===== src/source/sysio_params.svh =====
`ifndef SYSIO_PARAMS_SVH
`define SYSIO_PARAMS_SVH

// ------------------------------
// cpu bus
// ------------------------------
`define SYSIO_AW 32 // address bits
`define SYSIO_DW 32 // data bits, one select per byte

// ------------------------------
// address map
// ------------------------------
// io pages, matched on adr[31:8]
`define SYSIO_LEDS_BASE 24'hFD0FFF
`define SYSIO_RST_BASE 24'hFD0FFC
`define SYSIO_TMR_BASE 24'hFD0FFB
// scratch area, matched on adr[31:20]
`define SYSIO_SCR_BASE 12'h001
`define SYSIO_SCR_DEPTH 256 // words, indexed by adr[9:2]

// node reset / clock enable
`define SYSIO_RST_PULSE 64 // cycles a reset mask stays on
`define SYSIO_CLKEN_INIT 3'b110

// timer tick
`define SYSIO_TMR_W 24 // counter bits
`define SYSIO_TMR_WRAP 1000000
`define SYSIO_TMR_ON 150
`define SYSIO_TMR_OFF 200

`endif


===== src/source/sysio_pkg.sv =====
`default_nettype none

package sysio_pkg;

	// ------------------------------
	// decoded target of an access
	// ------------------------------
	typedef enum logic [2:0] {
		REG_NONE = 3'd0, // nothing mapped, answers with err
		REG_LEDS = 3'd1, // led register
		REG_RST  = 3'd2, // node reset and clock enables
		REG_TMR  = 3'd3, // timer counter, read only
		REG_SCR  = 3'd4  // scratch memory
	} region_t;

	// ------------------------------
	// operation issued this cycle
	// ------------------------------
	// one non-idle op per strobe, decode
	// holds idle for the rest of it
	typedef enum logic [1:0] {
		OP_IDLE  = 2'd0,
		OP_READ  = 2'd1,
		OP_WRITE = 2'd2
	} bus_op_t;

endpackage

`default_nettype wire


===== src/source/sysio_result.sv =====
`timescale 1ns/1ps
`default_nettype none

`include "sysio_params.svh"

module sysio_result (
	input  wire                  clk100,
	input  wire                  rst,
	input  sysio_pkg::bus_op_t   op_i,
	input  sysio_pkg::region_t   region_i,
	input  wire [`SYSIO_DW-1:0]  rdata_i, // registered by execute
	output logic                 ack_o,
	output logic                 err_o,
	output logic [`SYSIO_DW-1:0] dat_o
);
	import sysio_pkg::*;

	logic issued; // op present this cycle
	logic mapped; // address hits a target
	logic rd_q;   // answering a read next cycle

	assign issued = (op_i != OP_IDLE);
	assign mapped = (region_i != REG_NONE);

	// ------------------------------
	// response flags
	// ------------------------------
	// registered on the op edge, so the answer
	// lands one cycle after the strobe starts
	always_ff @(posedge clk100) begin
		if (rst) begin
			ack_o <= 1'b0;
			err_o <= 1'b0;
			rd_q <= 1'b0;
		end else begin
			ack_o <= issued & mapped;
			err_o <= issued & ~mapped; // unmapped address
			rd_q <= (op_i == OP_READ) & mapped;
		end
	end

	// ------------------------------
	// read data return
	// ------------------------------
	// bus stays at zero except alongside a read ack
	assign dat_o = rd_q ? rdata_i : '0;

	// ------------------------------
	// checks
	// ------------------------------
	a_ack_err_excl: assert property (
		@(posedge clk100) disable iff (rst)
		!(ack_o && err_o)
	) else $error("ack and err raised together");

	// decode issues once per strobe, so every answer is a single cycle
	a_answer_pulse: assert property (
		@(posedge clk100) disable iff (rst)
		(ack_o || err_o) |=> !(ack_o || err_o)
	) else $error("answer held longer than one cycle");

endmodule

`default_nettype wire


===== config.mk =====
export PLATFORM = sky130hd
export DESIGN_NAME = sysio_result
export DESIGN_NICKNAME = d
export VERILOG_FILES = /design/src/source/sysio_pkg.sv /design/src/source/sysio_result.sv
export VERILOG_INCLUDE_DIRS = /design/src /design/src/source
export SDC_FILE = /design/constraint.sdc
export NUM_CORES = 1
export LEC_CHECK = 0
export BUFFER_PORTS_ARGS = -buffer_cell sky130_fd_sc_hd__buf_2
export CORE_UTILIZATION = 23
export CTS_CLUSTER_DIAMETER = 40
export CTS_CLUSTER_SIZE = 8
export DETAILED_ROUTE_END_ITERATION = 10
export PLACE_DENSITY = 0.79
export RECOVER_POWER = 50
export REMOVE_ABC_BUFFERS = 1
export SYNTH_ARGS = -nofsm -noshare
export SYNTH_HDL_FRONTEND = slang
export SYNTH_SLANG_ARGS = --single-unit
export TNS_END_PERCENT = 100

===== constraint.sdc =====
create_clock -name clk100 -period 1 [get_ports clk100]
set_input_delay 0.15 -clock clk100 [delete_from_list [all_inputs] [get_ports clk100]]
set_output_delay 0.15 -clock clk100 [all_outputs]
set_load 0.01 [all_outputs]

-- Word-level counts from Yosys, hierarchy flattened
Cells that the tools add are included.
Widths: inputs -> output; s select.
- logic and storage cells: 11
- flip-flop bits (word level): 3
- output and inout port bits: 34
- equal/unequal tests: 1
- bitwise gates (word level): 4
- multiplexer cells: 1
- reductions and logical operators: 2
- operators with widths (operator ; count):
    $mux 32 ; 1
    $and 1x1->1 ; 3
    $reduce_bool 3->1 ; 1
    $eq 2x1->1 const B ; 1
    $reduce_bool 2->1 ; 1
    $not 1->1 ; 1

-- Longest topological paths before layout
- depth in word-level cells: 3
- mapped depth: 2
- gate-level depth less buffers: 2

-- Least setup slack after synthesis
No wires, ideal clock.
- path type: reg-to-output
- start point: register rd_q
- end point: output port dat_o[0]
- required time: 0.850 ns
- cell stages (with the launch flop): 3
- arrival: 0.658 ns
- setup slack: 0.192 ns
- path through: dfxtp_1 clkbuf_2 and2_2
- cells in the longest elaborated chain, start to end: 1
- ends and longest elaborated chain (item ; line ; source):
    start, declared ; sysio_result.sv:20 ; logic rd_q;
    start signal, assigned ; sysio_result.sv:38 ; rd_q <= (op_i == OP_READ) & mapped;
    $mux 32 ; sysio_result.sv:46 ; assign dat_o = rd_q ? rdata_i : '0;
    end, declared ; sysio_result.sv:14 ; output logic [`SYSIO_DW-1:0] dat_o
Every way passes these cells.

-- Worst setup path in the final report
- start point: register rd_q
- end point: output port dat_o[15]
The elaborated chain is that of the path after synthesis.

==> metrics.md <==
| Metric | Value |
|---|---|
| Run status | `finished with violations` |
| Failing checks | `negative setup slack` |
| N_diodes | `0` |
| Hold WC Path Type | `input pin to register` |
| GR Util All Layers | `0.133` |
| Cell Area, Synth | `347 µm²` |
| Max frequency | `859 MHz` |
| Pwr/cell area | `623 mW/mm²` |
| Seq pwr share | `0.228` |
| Worst Slack Setup Final | `-0.164 ns` |
| Hold_sp | `rst` |
| Synth Warn # | `0` |
| Largest net degree at the start of global routing | `33` |
| Arrival @ worst endpoint | `1.01 ns` |
| Drt via density | `4.20` |
| Worst-path maximum fanout | `16` |
| CP Launch Type | `register` |
| Switching pwr | `0.145 mW` |
| Hold buffers post-CTS | `0` |
| Num CTS Buffers | `3` |
| Synth cell types | `8` |
| First-pass GRT wire length | `1.44 mm` |
| Vias in the first global route | `395` |
| Synth Area in XOR/XNOR | `0` |
| Sw frac | `0.261` |
| CTS tree | `built` |
| Tmin final | `1.16 ns` |
| Post-DP HPWL | `1.00 mm` |
| Peak VDD IR | `714 µV` |
| Final Cell Area | `892 µm²` |
| Worst Tran Pin Value | `0.257 ns` |
| Clock Tree Buf Depth | `2` |
| Synth Instances | `43` |
| Worst Hold Path EP | `rd_q` |
| Antenna-violating nets left | `0` |
| Final Hold Viols | `0` |
| Starting Density | `0.257` |
| Clk sinks | `3` |
| WHS Path Cells | `2` |
| Register area share after synthesis | `0.173` |
| Die Wd | `40.8 µm` |
| Area Overhead vs Synth | `157%` |
| WP data required | `0.85 ns` |
| Worst-path clk slew | `0.04 ns` |
| First-pass DRT Iterations | `2` |
| Core outline area | `0.00135 mm²` |
| Most frequent cells in the layout | `buf_2, buf_6, and2_2, and2_4, clkbuf_4` |
| Comb pwr share | `0.387` |
| Multiplexer area fraction after synthesis | `0` |
| H-tree levels | `1` |
| Grt total ovfl | `0` |
| Finish-stage setup viols | `32` |
| Placed Area | `711 µm²` |
| Lkg Pwr | `0.537 nW` |
| RSZ-0062 raised after global routing | `yes` |
| Slew headroom | `0.827` |
| IO Pins | `73` |
| IO Port Bufs | `72` |
| Share of cells above drive strength 1 | `0.932` |
| Hold WS | `0.0879 ns` |
| Final core utilization | `0.661` |
| Adder-cell share of the synthesized area | `0` |
| Die area | `0.00167 mm²` |
| Post-layout nets | `158` |
| Commonest non-fill, non-tap cell in the layout | `buf_2` |
| Flops & latches, synth | `3` |
| Initial antenna violation count | `0` |
| Routability cong. | `0.679` |
| DR WL/cell | `10.6 µm` |
| Clock share of power | `0.385` |
| FP Rows | `13` |
| Max cap viols | `0` |
| Pins Over Slew Limit | `0` |
| Largest family of logic cells by synthesized area | `simple AND/OR/NAND/NOR gates` |
| Design Power | `0.556 mW` |
| Die height | `40.8 µm` |
| Crit end category | `output port` |
| Crit share post-route | `1.16` |
| DR vias | `558` |
| DRC | `0` |
| Complex-gate fraction of the synthesized area | `0.0217` |
| Final wirelength | `1.41 mm` |
| Pint | `0.411 mW` |
| Synthesized area per cell | `8.06 µm²` |
| CTS root buf | `clkbuf_4` |
| Initial drt markers | `3` |
| Worst Setup Path Type | `register to output port` |
| Simple-gate share of the synthesized area | `0.762` |
| TNS Setup | `-4.35 ns` |
-- power groups by stage --
stage	Combinational (mW)	Sequential, mW	Clock [mW]
floorplan	0.0545	0.137	0
global placement	0.156	0.136	0
detailed placement	0.159	0.138	0
CTS	0.159	0.135	0.223
global route	0.235	0.128	0.235
finish	0.215	0.127	0.214
-- sequential cells by signal, summed over array words and instances (netlist names) --
register	count
ack_o	1
err_o	1
rd_q	1
-- Yosys cell counts --
cell | instances | area, µm²
nor2_1 | 1 | 3.75
dfxtp_1 | 3 | 60.1
nor3_1 | 1 | 5.00
and2_2 | 32 | 240
o21bai_1 | 1 | 7.51
nor4b_1 | 1 | 8.76
clkbuf_2 | 3 | 15.0
nor4_1 | 1 | 6.26
-- stage by stage --
step	setup WS [ns]	cells
after floorplan	0.0199	40
after global placement	-0.212	127
after detailed placement	-0.308	127
after CTS	-0.178	131
after global routing	-0.201	133
final	-0.164	133
-- what timing repair did --
| item | in CTS | in global routing |
|---|---|---|
| gates resized for setup | 2 | 33 |
| cloned | 0 | 0 |
| buffers inserted | 0 | 2 |
| endpoints found under the setup margin | 32 | 32 |
-- worst max-delay path, cell delays in order (launching register included) --
cell and delay (ns):
dfxtp_4 0.34, buf_6 0.14, and2_2 0.16, buf_2 0.13
-- cells by family after synthesis --
group                  count (synthesis)
and+or+nand+nor                       36
AOI/OAI and AO/OA                      1
DFF                                    3
buffers and inverters                  3
-- how the worst max path moves through the flow --
| stage | from | end | slack [ns] | depth (start not counted) |
|---|---|---|---|---|
| finish | rd_q | dat_o[15] | -0.16 | 3 |
| global route | rd_q | dat_o[15] | -0.20 | 3 |
| CTS | rd_q | dat_o[11] | -0.18 | 2 |
| detailed placement | rd_q | dat_o[11] | -0.31 | 2 |
| global placement | rd_q | dat_o[27] | -0.21 | 2 |
| floorplan | rd_q | dat_o[0] | 0.02 | 1 |
-- cell type report --
cell class / count / area, µm²
tap: 15 / 18.8
multi-input combinational: 37 / 292
sequential: 3 / 63.8
timing repair buffer: 74 / 492
clock buffer: 4 / 26.3
fill: 128 / 458
-- metal layers --
metal,vias up,track usage,part of all wire
met2,35,0.258,0.59
met1,237,0.117,0.31
li1,284,-,-
met4,0,0.100,0.013
met5,-,0,0
met3,2,0.0272,0.080
Note: power is estimated with default switching activity, not from simulation.
