[src/source/sysio_params.svh]
`ifndef SYSIO_PARAMS_SVH
`define SYSIO_PARAMS_SVH

// ------------------------------
// cpu bus
// ------------------------------
`define SYSIO_AW 32 // address bits
`define SYSIO_DW 32 // data bits, one select per byte

// ------------------------------
// address map
// ------------------------------
// io pages, matched on adr[31:8]
`define SYSIO_LEDS_BASE 24'hFD0FFF
`define SYSIO_RST_BASE 24'hFD0FFC
`define SYSIO_TMR_BASE 24'hFD0FFB
// scratch area, matched on adr[31:20]
`define SYSIO_SCR_BASE 12'h001
`define SYSIO_SCR_DEPTH 256 // words, indexed by adr[9:2]

// node reset / clock enable
`define SYSIO_RST_PULSE 64 // cycles a reset mask stays on
`define SYSIO_CLKEN_INIT 3'b110

// timer tick
`define SYSIO_TMR_W 24 // counter bits
`define SYSIO_TMR_WRAP 1000000
`define SYSIO_TMR_ON 150
`define SYSIO_TMR_OFF 200

`endif

[src/source/sysio_pkg.sv]
`default_nettype none

package sysio_pkg;

	// ------------------------------
	// decoded target of an access
	// ------------------------------
	typedef enum logic [2:0] {
		REG_NONE = 3'd0, // nothing mapped, answers with err
		REG_LEDS = 3'd1, // led register
		REG_RST  = 3'd2, // node reset and clock enables
		REG_TMR  = 3'd3, // timer counter, read only
		REG_SCR  = 3'd4  // scratch memory
	} region_t;

	// ------------------------------
	// operation issued this cycle
	// ------------------------------
	// one non-idle op per strobe, decode
	// holds idle for the rest of it
	typedef enum logic [1:0] {
		OP_IDLE  = 2'd0,
		OP_READ  = 2'd1,
		OP_WRITE = 2'd2
	} bus_op_t;

endpackage

`default_nettype wire

[src/source/sysio_decode.sv]
`timescale 1ns/1ps
`default_nettype none

`include "sysio_params.svh"

module sysio_decode (
	input  wire                 clk100,
	input  wire                 rst,
	input  wire                 cyc_i,
	input  wire                 stb_i,
	input  wire                 we_i,
	input  wire [`SYSIO_AW-1:0] adr_i,
	output sysio_pkg::bus_op_t  op_o,     // valid for one cycle per strobe
	output sysio_pkg::region_t  region_o  // target of the current address
);
	import sysio_pkg::*;

	logic taken; // op already issued for this strobe
	logic req;   // first cycle of a strobe

	assign req = cyc_i & stb_i & ~taken;

	// ------------------------------
	// address classification
	// ------------------------------
	always_comb begin
		region_o = REG_NONE; // unmapped unless a page matches
		if (adr_i[`SYSIO_AW-1:8] == `SYSIO_LEDS_BASE)
			region_o = REG_LEDS;
		else if (adr_i[`SYSIO_AW-1:8] == `SYSIO_RST_BASE)
			region_o = REG_RST;
		else if (adr_i[`SYSIO_AW-1:8] == `SYSIO_TMR_BASE)
			region_o = REG_TMR;
		else if (adr_i[`SYSIO_AW-1:20] == `SYSIO_SCR_BASE)
			region_o = REG_SCR; // 1 MB window, only low 1 KB backed
	end

	// ------------------------------
	// op issue
	// ------------------------------
	always_comb begin
		op_o = OP_IDLE;
		if (req)
			op_o = we_i ? OP_WRITE : OP_READ;
	end

	// set on issue, held while stb stays up
	always_ff @(posedge clk100) begin
		if (rst)
			taken <= 1'b0;
		else if (!stb_i)
			taken <= 1'b0; // master dropped stb, ready for next
		else if (op_o != OP_IDLE)
			taken <= 1'b1;
	end

	// a long strobe never yields back to back ops
	a_one_op_per_strobe: assert property (
		@(posedge clk100) disable iff (rst)
		(op_o != OP_IDLE) |=> (op_o == OP_IDLE)
	) else $error("decode issued ops on consecutive cycles");

endmodule

`default_nettype wire

[config.mk]
export PLATFORM = sky130hd
export DESIGN_NAME = sysio_decode
export DESIGN_NICKNAME = d
export VERILOG_FILES = /design/src/source/sysio_pkg.sv /design/src/source/sysio_decode.sv
export VERILOG_INCLUDE_DIRS = /design/src /design/src/source
export SDC_FILE = /design/constraint.sdc
export NUM_CORES = 1
export LEC_CHECK = 0
export ABC_AREA = 0
export BUFFER_PORTS_ARGS = -buffer_cell sky130_fd_sc_hd__buf_4
export CAP_MARGIN = 20
export CORE_AREA = 2 2 39 41
export DETAILED_ROUTE_END_ITERATION = 10
export DIE_AREA = 0 0 41 43
export MAX_ROUTING_LAYER = met4
export PLACE_DENSITY = 0.51
export SLEW_MARGIN = 30
export SYNTH_ARGS = -nofsm -noshare
export SYNTH_HDL_FRONTEND = slang
export SYNTH_SLANG_ARGS = --single-unit
[constraint.sdc]
create_clock -name clk100 -period 2.25 [get_ports clk100]
set_input_delay 0.225 -clock clk100 [delete_from_list [all_inputs] [get_ports clk100]]
set_output_delay 0.225 -clock clk100 [all_outputs]
set_load 0.01 [all_outputs]
Yosys cells after proc, flatten, opt, wreduce, memory -nomap -nowiden

Cells that the tools add are included.

Reductions and logical operators: 2
Eq/ne operators: 4
Bitwise gates (word level): 4
Mux-type cells: 6

Operator list:

| operator                                        | count |
|---|---|
| == test 24 bit (second input constant)          | 3 |
| == test 12 x 1 -> 1 bit (second input constant) | 1 |
| two-way mux 3 bit                               | 4 |
| two-way mux 2 bit                               | 2 |
| bitwise AND 1 bit                               | 2 |
| inverter 1 bit                                  | 2 |
| nonzero test 2 bit                              | 1 |
| OR reduction 2 bit                              | 1 |

Flip-flop bits (word level): 1
Word-level logic and storage cells: 17
Bits of input ports: 37
Output and inout bits: 5

Depth between registers and ports, before layout

Gate-level depths: netlist of the first run.

Depth in word-level cells: 5
Depth in mapped cells: 3
Depth with buffers taken out: 3

Least setup slack after synthesis of the first run

OpenSTA, ideal clock, no wires.

Path kind: input to output
Start point: input port adr_i[25]
End point: output port region_o[0]
Path slack: 1.101 ns
Arrival: 0.924 ns
Cell stages on the path: 3
Cells stage by stage: nor4_2 and4_1 and4_1

Cells in the longest elaborated chain, start to end: 4

Ends and longest elaborated chain:

| item                            | line               | source |
|---|---|---|
| start, declared                 | sysio_decode.sv:12 | `` input wire [`SYSIO_AW-1:0] adr_i, `` |
| == test 24 bit (no source line) | --                 |  |
| two-way mux 3 bit               | sysio_decode.sv:32 | `` else if (adr_i[`SYSIO_AW-1:8] == `SYSIO_TMR_BASE) `` |
| two-way mux 3 bit               | sysio_decode.sv:30 | `` else if (adr_i[`SYSIO_AW-1:8] == `SYSIO_RST_BASE) `` |
| two-way mux 3 bit *             | sysio_decode.sv:28 | `` if (adr_i[`SYSIO_AW-1:8] == `SYSIO_LEDS_BASE) `` |
| end, declared                   | sysio_decode.sv:14 | `output sysio_pkg::region_t region_o` |

Mark *: on every way between the ends. The rest lies on a longest branch, timed or not.

Worst setup path in the final report of the first run

Start point: input port adr_i[20]
End point: output port region_o[0]

The elaborated chain is that of the path after synthesis.

==> insert_results.sql, run 1 <==
INSERT INTO impl_metrics (metric_group, metric, value, unit) VALUES
('run_status', 'run_status', 'completed', ''),
('route', 'drt_first_pass_iters', '2', ''),
('floorplanning', 'die_x', '41', 'um'),
('timing', 'final.period_utilization', '0.621', ''),
('floorplanning', 'die_y', '43', 'um'),
('cells_and_area', 'largest_register', 'taken', ''),
('synthesis', 'yosys.area.top_type', 'sky130_fd_sc_hd__dfxtp_1', ''),
('placement', 'buffer_ports.inserted', '33', ''),
('placement', 'hpwl', '603', 'um'),
('clocking', 'postCtsHoldBufs', '0', ''),
('cells_and_area', 'antenna_cells', '0', ''),
('synthesis', 'synth-seq-cells', '1', ''),
('route', 'highest_layer', 'met3', ''),
('timing', 'fin_tns_setup', '0', 'ps'),
('synthesis', 'syn-instance-count', '21', ''),
('power_and_ir_drop', 'power.share.combinational', '0.724', ''),
('placement', 'postPlaceCellArea', '420', 'um^2'),
('global_route', 'grt_remaining_overflow', '0', ''),
('critical_path', 'timing.critical_path.from_type', 'primary input', ''),
('synthesis', 'synth_area', '153', 'um^2'),
('cells_and_area', 'reg_top3', 'taken: 1 flops', ''),
('run', 'timing.max_cap.violations', '0', ''),
('cells_and_area', 'syn_to_final_growth', '175', '%'),
('route', 'wl_met1', '269', 'um'),
('timing', 'report.final.slew_viol_count', '0', ''),
('power_and_ir_drop', 'pwr-share-clk', '0', ''),
('power_and_ir_drop', 'internal_power', '0.0560', 'mW'),
('floorplanning', 'io_pins', '42', ''),
('global_route', 'grt_use_total', '0.0717', ''),
('synthesis', 'yosys.cell_types.count', '14', ''),
('worst_hold_path', 'worstHoldPathType', 'primary input to flip-flop', ''),
('timing', 'maxClockFrequency', '716', 'MHz'),
('synthesis', 'synth_top_area_share', '0.131', ''),
('clocking', 'clkLatencyLatePin', '0', 'ps'),
('power_and_ir_drop', 'power_density', '169', 'nW/um^2'),
('cells_and_area', 'layout.core_utilization', '0.304', ''),
('placement', 'place_congestion', '0.611', ''),
('route', 'drt-total-wl', '627', 'um'),
('global_route', 'grt_start_max_net_pins', '4', ''),
('timing', 'finalHoldViolCount', '0', ''),
('power_and_ir_drop', 'switch_pwr', '0.0148', 'mW'),
('floorplanning', 'floorplan.rows', '14', ''),
('clocking', 'cts.reportedPaths.clkPinSlew', '0', 'ps'),
('power_and_ir_drop', 'peakVddDrop', '0.0000924', 'V'),
('route', 'wl_met2', '233', 'um'),
('global_route', 'via_count_of_the_first_global_routing_pass', '261', ''),
('power_and_ir_drop', 'seq_power_share', '0.276', ''),
('critical_path', 'arrival', '1170', 'ps'),
('timing', 'setup_repair_after_global_routing_missed_its_margin', 'no', ''),
('clocking', 'post_cts_resized', '0', ''),
('critical_path', 'worst-path-max-fanout', '2', ''),
('route', 'wl_met3', '123', 'um'),
('global_route', 'number_of_antenna_violations_at_the_first_check_in_global_routing', '0', ''),
('cells_and_area', 'final_net_count', '93', ''),
('timing', 'worst_slew_pin_slew', '347', 'ps'),
('route', 'drt-wirelength-per-cell', '8.96', 'um'),
('route', 'drt_drc_violations_left', '0', ''),
('timing', 'fin_skew', '0', 'ps'),
('critical_path', 'worstSetupEndpointType', 'output port', ''),
('timing', 'worst_slew_margin', '0.766', ''),
('synthesis', 'synth-seq-area-share', '0.131', ''),
('cells_and_area', 'drive_above_1_share', '0.630', ''),
('synthesis', 'synthesis.area_per_instance', '7.27', 'um^2'),
('timing', 'setup_viol', '0', ''),
('power_and_ir_drop', 'static-leakage-power', '0.209', 'nW'),
('cells_and_area', 'largest_reg_flops', '1', ''),
('clocking', 'cts_setup_buffers', '0', ''),
('global_route', 'grt_pass1_wl', '917', 'um'),
('timing', 'finalWorstPathRequiredPeriod', '1400', 'ps'),
('route', 'drt-initial-drc-count', '2', ''),
('route', 'post_drt_via_cell_ratio', '4.27', ''),
('synthesis', 'postSynthNetCount', '58', ''),
('synthesis', 'netlist_top_cells_area', 'sky130_fd_sc_hd__dfxtp_1 13%, sky130_fd_sc_hd__and4_1 11%, sky130_fd_sc_hd__nor3b_1 9.8%', ''),
('floorplanning', 'core_area', '1380', 'um^2'),
('synthesis', 'synthesis_warnings', '0', ''),
('cells_and_area', 'layout.cell_area.non_filler', '420', 'um^2'),
('floorplanning', 'floorplan.initialDensity', '0.110', ''),
('floorplanning', 'design.die.area', '1760', 'um^2'),
('critical_path', 'worstPathRequired', '2030', 'ps'),
('critical_path', 'path_class', 'primary input to output port', ''),
('power_and_ir_drop', 'power.switching_fraction', '0.209', ''),
('power_and_ir_drop', 'total_power', '0.0708', 'mW'),
('route', 'ant_nets', '0', ''),
('route', 'via_count', '299', '');
-- cells by family (layout without fill, tap and decap cells) --
group | Yosys count | count (layout) | share of synthesized area
DFF | 1 | 1 | 0.131
AOI/OAI and AO/OA | 1 | 1 | 0.0410
buffers and inverters | 0 | 33 | 0
and+or+nand+nor | 19 | 19 | 0.828
-- cell usage in the layout, fill, tap and decap left out --
cell type / instances
sky130_fd_sc_hd__nor4_1: 2
sky130_fd_sc_hd__dfxtp_1: 1
sky130_fd_sc_hd__nand4b_1: 1
sky130_fd_sc_hd__nor4_2: 1
sky130_fd_sc_hd__nand4_1: 2
sky130_fd_sc_hd__nand2b_1: 1
sky130_fd_sc_hd__nor2_1: 1
sky130_fd_sc_hd__nand2_1: 3
sky130_fd_sc_hd__nor4b_1: 1
sky130_fd_sc_hd__o22ai_1: 1
sky130_fd_sc_hd__and4_1: 2
sky130_fd_sc_hd__nor3b_1: 2
sky130_fd_sc_hd__nor3_1: 1
sky130_fd_sc_hd__buf_4: 33
sky130_fd_sc_hd__and3_1: 2
-- power by group through the flow --
| stage | Combinational [mW] | Clock, mW | Sequential (mW) |
|---|---|---|---|
| 2_1_floorplan | 0.00833 | 0 | 0.0195 |
| 3_3_place_gp | 0.0514 | 0 | 0.0196 |
| 3_5_place_dp | 0.0517 | 0 | 0.0196 |
| 4_1_cts | 0.0519 | 0 | 0.0196 |
| 5_1_grt | 0.0562 | 0 | 0.0196 |
| 6_report | 0.0513 | 0 | 0.0196 |
-- synthesized netlist by cell type (all sizes together) --
master	number
dfxtp	1
and4	2
nor3b	2
and3	2
nand4b	1
nor2	1
nor4b	1
o22ai	1
nand2b	1
nor4	3
nand4	2
nor3	1
nand2	3
-- per-layer routing --
layer | global-route usage | up-vias
met1 | 0.0889 | 114
li1 | - | 156
met2 | 0.131 | 29
met4 | 0 | 0
met5 | - | -
met3 | 0 | 0
-- critical path: stages --
cell and delay [ps]:
sky130_fd_sc_hd__buf_4 110, sky130_fd_sc_hd__nand4b_1 150, sky130_fd_sc_hd__nor4_1 330, sky130_fd_sc_hd__and4_1 240, sky130_fd_sc_hd__buf_4 120
-- stage by stage --
stage	cells	hold WS (ps)	worst slack [ps]
final	70	391	854
after global placement	70	388	829
after floorplan	21	301	1100
after global routing	70	406	716
after detailed placement	70	394	825
after CTS	70	394	831
-- cell type report --
cell class / instances / area, um^2
fill: 148 / 963
timing repair buffer: 33 / 248
multi-input combinational: 20 / 133
sequential: 1 / 20.0
tap: 16 / 20.0
-- path summary, 6_finish.rpt --
kind	startpoint	endpoint	slack, ps	cells past startpoint
hold / removal	rst	taken	390	2
hold reg to reg	taken	taken	510	2
setup / recovery	adr_i[20]	region_o[0]	850	5
setup reg to reg	taken	taken	1630	2
(Power assumes the default switching activity.)
==> run 2: changes to the inputs <==
Settings changed: ABC_AREA 0 to 1, PLACE_DENSITY 0.51 to 0.57.
Clock period 2.25 ns to 1.35 ns, I/O delays scaled along.
==> run 2 against run 1 <==
  * Sequential power increased by 64%
  * Register-to-register slack got worse by 860 ps
  * Combinational power rose by 87%
  * Final cell count grew 37%
  * Setup slack got worse by 500 ps
  * First-iteration DRC count up 100%
  * Clock skew stayed put
  * Global-route usage grew 2.8 points
  * Critical path type unchanged
  * Synthesized area rose by 52%
  * Synthesized cell count rose by 120%
==> insert_results.sql, run 2 <==
INSERT INTO impl_metrics (metric_group, metric, value, unit) VALUES
('run_status', 'run_status', 'completed', ''),
('timing', 'fin_skew', '0', 'ps'),
('synthesis', 'synth_area', '231', 'um^2'),
('cells_and_area', 'antenna_cells', '0', ''),
('cells_and_area', 'reg_top3', 'taken: 1 flops', ''),
('worst_hold_path', 'hold_path_startpoint', 'rst', ''),
('timing', 'worst_slew_pin_slew', '238', 'ps'),
('run', 'timing.max_cap.violations', '0', ''),
('synthesis', 'netlist_top_cells_area', 'sky130_fd_sc_hd__nor2_1 19%, sky130_fd_sc_hd__nand2_1 18%, sky130_fd_sc_hd__inv_1 11%', ''),
('timing', 'fin_tns_setup', '0', 'ps'),
('worst_hold_path', 'whs_endpoint', 'taken', ''),
('global_route', 'grt_use_total', '0.0994', ''),
('synthesis', 'synth-seq-area-share', '0.0865', ''),
('floorplanning', 'core_area', '1380', 'um^2'),
('clocking', 'cts_setup_buffers', '0', ''),
('critical_path', 'ff2ff_setup_slack', '770', 'ps'),
('synthesis', 'synthesis_warnings', '0', ''),
('timing', 'worst_slew_margin', '0.840', ''),
('critical_path', 'crit-reg2reg-launch', 'taken', ''),
('synthesis', 'synth_edf_count', '0', ''),
('synthesis', 'ys_top_cells_by_count', '12 x sky130_fd_sc_hd__nor2_1, 11 x sky130_fd_sc_hd__nand2_1, 7 x sky130_fd_sc_hd__inv_1', ''),
('cells_and_area', 'final_net_count', '119', ''),
('synthesis', 'synthesis.area_per_instance', '4.92', 'um^2'),
('synthesis', 'yosys.area.top_type', 'sky130_fd_sc_hd__nor2_1', ''),
('critical_path', 'worstSetupEndpointType', 'output port', ''),
('clocking', 'cts.reportedPaths.clkPinSlew', '0', 'ps'),
('route', 'drt_first_pass_iters', '2', ''),
('critical_path', 'worst_path_max_delay_cell', 'sky130_fd_sc_hd__nor2_1', ''),
('placement', 'placement.setup.worst_slack', '340', 'ps'),
('power_and_ir_drop', 'peakVddDrop', '0.000179', 'V'),
('critical_path', 'path_class', 'primary input to output port', ''),
('placement', 'hpwl', '676', 'um'),
('critical_path', 'worst_path_max_stage_delay', '110', 'ps'),
('synthesis', 'postSynth.asyncResetShare', '0', ''),
('cells_and_area', 'drive_above_1_share', '0.475', ''),
('synthesis', 'yosys.cell_types.count', '14', ''),
('floorplanning', 'floorplan.rows', '14', ''),
('floorplanning', 'design.die.area', '1760', 'um^2'),
('route', 'drt_drc_violations_left', '0', ''),
('synthesis', 'postSynthNetCount', '84', ''),
('route', 'via_count', '382', ''),
('clocking', 'postCtsHoldBufs', '0', ''),
('cells_and_area', 'commonest_cells_after_routing_fill_and_taps_aside', '33 x sky130_fd_sc_hd__buf_4, 12 x sky130_fd_sc_hd__nor2_1, 11 x sky130_fd_sc_hd__nand2_1, 7 x sky130_fd_sc_hd__inv_1, 4 x sky130_fd_sc_hd__nand3_1', ''),
('cells_and_area', 'largest_reg_flops', '1', ''),
('floorplanning', 'floorplan.initialDensity', '0.167', ''),
('placement', 'buffer_ports.inserted', '33', ''),
('power_and_ir_drop', 'static-leakage-power', '0.264', 'nW'),
('global_route', 'grt_remaining_overflow', '0', ''),
('critical_path', 'reg2regPathDepth', '2', ''),
('route', 'post_drt_via_cell_ratio', '3.98', ''),
('timing', 'setup_viol', '0', ''),
('global_route', 'grt_pass1_wl', '1300', 'um'),
('floorplanning', 'io_pins', '42', ''),
('timing', 'final.period_utilization', '0.740', ''),
('critical_path', 'endpoint_of_the_worst_register_to_register_path', 'taken', ''),
('synthesis', 'synth_top_area_share', '0.195', ''),
('route', 'drt-total-wl', '707', 'um'),
('global_route', 'grt_start_max_net_pins', '4', ''),
('route', 'drt-wirelength-per-cell', '7.36', 'um'),
('global_route', 'number_of_antenna_violations_at_the_first_check_in_global_routing', '0', ''),
('critical_path', 'timing.critical_path.from_type', 'primary input', ''),
('route', 'ant_nets', '0', ''),
('placement', 'place_congestion', '0.652', ''),
('synthesis', 'syn-instance-count', '47', ''),
('global_route', 'via_count_of_the_first_global_routing_pass', '372', ''),
('worst_hold_path', 'hold_depth', '2', ''),
('critical_path', 'worst-path-max-fanout', '3', ''),
('critical_path', 'arrival', '860', 'ps'),
('critical_path', 'worstPathRequired', '1220', 'ps'),
('cells_and_area', 'largest_register', 'taken', ''),
('floorplanning', 'die_y', '43', 'um'),
('clocking', 'clkLatencyLatePin', '0', 'ps'),
('synthesis', 'yosysMostFrequentCell', 'sky130_fd_sc_hd__nor2_1', ''),
('timing', 'maxClockFrequency', '1000', 'MHz'),
('route', 'drt-initial-drc-count', '4', ''),
('critical_path', 'timing.critical_path.cells', 'buf_4 -> inv_1 -> nand2_1 -> nor2_1 -> nand2_2 -> nor2_4 -> nand3_1 -> nand2_1 -> buf_4', ''),
('synthesis', 'primary_ff_master_synth', 'sky130_fd_sc_hd__dfxtp_1', ''),
('timing', 'final.setup.worst_slack', '350', 'ps'),
('synthesis', 'synth-seq-cells', '1', ''),
('power_and_ir_drop', 'power_density', '257', 'nW/um^2'),
('timing', 'finalWorstPathRequiredPeriod', '1000', 'ps'),
('worst_hold_path', 'worstHoldPathType', 'primary input to flip-flop', ''),
('timing', 'setup_repair_after_global_routing_missed_its_margin', 'no', ''),
('cells_and_area', 'syn_to_final_growth', '116', '%'),
('cells_and_area', 'layout.cells.most_common', 'sky130_fd_sc_hd__buf_4', ''),
('timing', 'report.final.slew_viol_count', '0', ''),
('floorplanning', 'die_x', '41', 'um'),
('clocking', 'post_cts_resized', '0', ''),
('timing', 'finalHoldViolCount', '0', '');
-- run 2: cell type report --
type	count	area (um^2)
well taps	16	20.0
fillers	165	885
inverters	8	30.0
flip-flops and latches	1	20.0
multi-input cells	38	181
repair buffers	33	248
-- run 2: per-layer routing --
metal  part of all wire  vias up  wire length [um]  GRT usage
li1                   -      214                 -          -
met1               0.38      143               270      0.127
met2               0.45       25               319      0.178
met3               0.16        0               116          0
met4                  0        0                 0          0
met5                  0        -                 0          -
-- run 2: per-stage QoR --
step | power (mW) | hold WS, ps | utilization | instances | cell area [um^2]
2_1_floorplan | 0.0556 | 211 | - | 47 | 231
6_report | 0.128 | 298 | 0.361 | 96 | 499
5_1_grt | 0.143 | 307 | 0.361 | 96 | 499
4_1_cts | 0.130 | 298 | 0.361 | 96 | 499
3_5_place_dp | 0.129 | 299 | 0.361 | 96 | 499
3_3_place_gp | 0.128 | 298 | 0.361 | 96 | 499
-- run 2: logic make-up after synthesis --
family | after synthesis | share of synthesized area
and+or+nand+nor | 37 | 0.751
buffers and inverters | 8 | 0.130
DFF | 1 | 0.0865
AOI/OAI and AO/OA | 1 | 0.0324
-- run 2: worst max-delay path, delay by kind of cell --
kind / cells / cell delay (ps)
AND/OR/NAND/NOR: 6 / 470
buffers and inverters: 3 / 250
-- run 2: report_power, final --
part	internal (mW)	switching, mW	leakage [nW]	total, mW
Clock	0	0	0	0
Combinational	0.0639	0.0321	0.255	0.0961
Sequential	0.0316	0.000613	0.00823	0.0322
-- run 2: worst max-delay path by stage --
stage              start           to  slack [ps]
2_1_floorplan  adr_i[22]  region_o[1]         580
3_3_place_gp   adr_i[20]  region_o[0]         350
3_5_place_dp   adr_i[20]  region_o[0]         340
4_1_cts        adr_i[20]  region_o[0]         340
5_1_grt        adr_i[28]  region_o[2]         210
6_report       adr_i[22]  region_o[0]         350
==> run 3: changes to the inputs <==
Settings changed: ABC_AREA 1 to 0, PLACE_DENSITY 0.57 to 0.53.
Clock period 1.35 ns to 0.9 ns, I/O delays scaled along.
==> run 3 against run 2 <==
  * Hold slack worse by 46 ps
  * Critical path type unchanged
  * Largest power group unchanged
  * The run now ends with setup timing left
  * Register-to-register slack lost 480 ps
  * Core utilization decreased by 1.9 points
  * Sequential cell count unchanged
  * Global-route usage shrank 3.1 points
  * Design area decreased by 5.3%
  * Critical endpoint unchanged
  * First-iteration DRC count down 75%
==> insert_results.sql, run 3 (synthesis results as in run 1) <==
INSERT INTO impl_metrics (metric_group, metric, value, unit) VALUES
('clocking', 'cts_setup_buffers', '0', ''),
('route', 'via_count', '310', ''),
('cells_and_area', 'commonest_cells_after_routing_fill_and_taps_aside', '30 x sky130_fd_sc_hd__buf_4, 4 x sky130_fd_sc_hd__buf_6, 3 x sky130_fd_sc_hd__nand2_1', ''),
('timing', 'final.period_utilization', '1.17', ''),
('timing', 'finalHoldViolCount', '0', ''),
('critical_path', 'worst-path-max-fanout', '2', ''),
('cells_and_area', 'largest_register', 'taken', ''),
('floorplanning', 'floorplan.rows', '14', ''),
('route', 'drt-initial-drc-count', '1', ''),
('run', 'timing.max_cap.violations', '0', ''),
('cells_and_area', 'drive_above_1_share', '0.673', ''),
('cells_and_area', 'antenna_cells', '0', ''),
('cells_and_area', 'instances_no_fill', '71', ''),
('timing', 'worst_slew_pin_slew', '236', 'ps'),
('power_and_ir_drop', 'total_power', '0.196', 'mW'),
('critical_path', 'timing.critical_path.from_type', 'primary input', ''),
('clocking', 'clkLatencyLatePin', '0', 'ps'),
('power_and_ir_drop', 'power_density', '414', 'nW/um^2'),
('floorplanning', 'die_y', '43', 'um'),
('critical_path', 'worstSetupEndpointType', 'output port', ''),
('worst_hold_path', 'hold_depth', '2', ''),
('placement', 'buffer_ports.inserted', '33', ''),
('floorplanning', 'floorplan.initialDensity', '0.110', ''),
('placement', 'hpwl', '584', 'um'),
('global_route', 'grt_remaining_overflow', '0', ''),
('worst_hold_path', 'worstHoldPathType', 'primary input to flip-flop', ''),
('route', 'drt-total-wl', '610', 'um'),
('route', 'drt_drc_violations_left', '0', ''),
('cells_and_area', 'syn_to_final_growth', '210', '%'),
('timing', 'setup_repair_after_global_routing_missed_its_margin', 'yes', ''),
('route', 'post_drt_via_cell_ratio', '4.37', ''),
('timing', 'finalWorstPathRequiredPeriod', '1060', 'ps'),
('timing', 'maxClockFrequency', '946', 'MHz'),
('route', 'drt-wirelength-per-cell', '8.59', 'um'),
('power_and_ir_drop', 'static-leakage-power', '0.227', 'nW'),
('timing', 'fin_skew', '0', 'ps'),
('critical_path', 'arrival', '970', 'ps'),
('worst_hold_path', 'whs_endpoint', 'taken', ''),
('global_route', 'grt_pass1_wl', '903', 'um'),
('floorplanning', 'die_x', '41', 'um'),
('timing', 'fin_hold_ws', '251', 'ps'),
('run_status', 'failed_checks', 'setup timing', ''),
('route', 'ant_nets', '0', ''),
('timing', 'setup_viol', '2', ''),
('floorplanning', 'design.die.area', '1760', 'um^2'),
('critical_path', 'reg2regPathDepth', '2', ''),
('cells_and_area', 'reg_top3', 'taken: 1 flops', ''),
('critical_path', 'ff2ff_setup_slack', '290', 'ps'),
('power_and_ir_drop', 'peakVddDrop', '0.000228', 'V'),
('global_route', 'grt_start_max_net_pins', '4', ''),
('timing', 'final.setup.worst_slack', '-157', 'ps'),
('cells_and_area', 'layout.cells.most_common', 'sky130_fd_sc_hd__buf_4', ''),
('clocking', 'cts.reportedPaths.clkPinSlew', '0', 'ps'),
('placement', 'post-place-cells', '71', ''),
('timing', 'worst_slew_margin', '0.841', ''),
('critical_path', 'worstPathRequired', '810', 'ps'),
('critical_path', 'crit_path_start', 'adr_i[22]', ''),
('critical_path', 'endpoint_of_the_worst_register_to_register_path', 'taken', ''),
('timing', 'report.final.slew_viol_count', '0', ''),
('floorplanning', 'core_area', '1380', 'um^2'),
('cells_and_area', 'final_net_count', '94', ''),
('floorplanning', 'io_pins', '42', ''),
('run_status', 'run_status', 'finished with violations', ''),
('global_route', 'grt_use_total', '0.0686', ''),
('critical_path', 'crit-reg2reg-launch', 'taken', ''),
('global_route', 'number_of_antenna_violations_at_the_first_check_in_global_routing', '0', ''),
('route', 'drt_first_pass_iters', '2', ''),
('global_route', 'via_count_of_the_first_global_routing_pass', '285', ''),
('worst_hold_path', 'hold_path_startpoint', 'rst', ''),
('critical_path', 'path_class', 'primary input to output port', ''),
('cells_and_area', 'largest_reg_flops', '1', ''),
('placement', 'place_congestion', '0.613', '');
==> run 3: cell types whose count changed in the layout (fill, tap and decap cells not counted), moves of 2 or more <==
cell	previous run	this run
sky130_fd_sc_hd__nand2_2	2	0
sky130_fd_sc_hd__buf_6	0	4
sky130_fd_sc_hd__nor2_1	12	1
sky130_fd_sc_hd__and4_1	0	2
sky130_fd_sc_hd__nand3_1	4	0
sky130_fd_sc_hd__buf_4	33	30
sky130_fd_sc_hd__and3_1	0	2
sky130_fd_sc_hd__nand2_1	11	3
sky130_fd_sc_hd__inv_1	7	0
==> run 3: repair_timing <==
item	in CTS	in global routing
pin swaps	3	1
gates resized for setup	7	1
hold endpoints to repair	0	0
cloned	0	0
hold buffers	0	0
setup endpoints to repair	3	3
==> run 3: how the worst max path moves through the flow <==
stage	slack, ps	cells after the start	end
global placement	-220	5	region_o[0]
floorplan	20	3	region_o[0]
detailed placement	-250	5	region_o[0]
CTS	-180	5	region_o[0]
finish	-160	5	region_o[0]
global route	-230	5	region_o[0]
==> run 3: worst max-delay path, cell delays in order <==
cell                     delay [ps]
sky130_fd_sc_hd__buf_6           90
sky130_fd_sc_hd__nor4_4         260
sky130_fd_sc_hd__and4_1         230
sky130_fd_sc_hd__and4_1         190
sky130_fd_sc_hd__buf_6          100
==> run 3: power by group <==
group / internal [mW] / switching [mW] / total (mW)
Sequential: 0.0474 / 0.00149 / 0.0489
Clock: 0 / 0 / 0
Combinational: 0.104 / 0.0429 / 0.147
==> run 3: final cells by class <==
cell class                 count  area, um^2
sequential                     1        20.0
fill                         149         911
multi-input combinational     20         163
tap                           16        20.0
timing repair buffer          34         270
==> run 3: through the flow <==
stage / setup WS, ps / cell area [um^2] / setup TNS, ps / util
5_1_grt: -233 / 473 / -440 / 0.342
3_5_place_dp: -246 / 428 / -486 / 0.309
4_1_cts: -178 / 464 / -329 / 0.335
6_report: -157 / 473 / -290 / 0.342
3_3_place_gp: -220 / 428 / -450 / 0.309
2_1_floorplan: 20.8 / 153 / 0 / -
==> run 3: per-layer routing <==
layer | vias up | routed length [um] | GRT usage
met4 | 0 | 0 | 0
met3 | 0 | 128 | 0.00524
met1 | 125 | 245 | 0.0857
met2 | 28 | 235 | 0.122
met5 | - | 0 | -
li1 | 157 | - | -
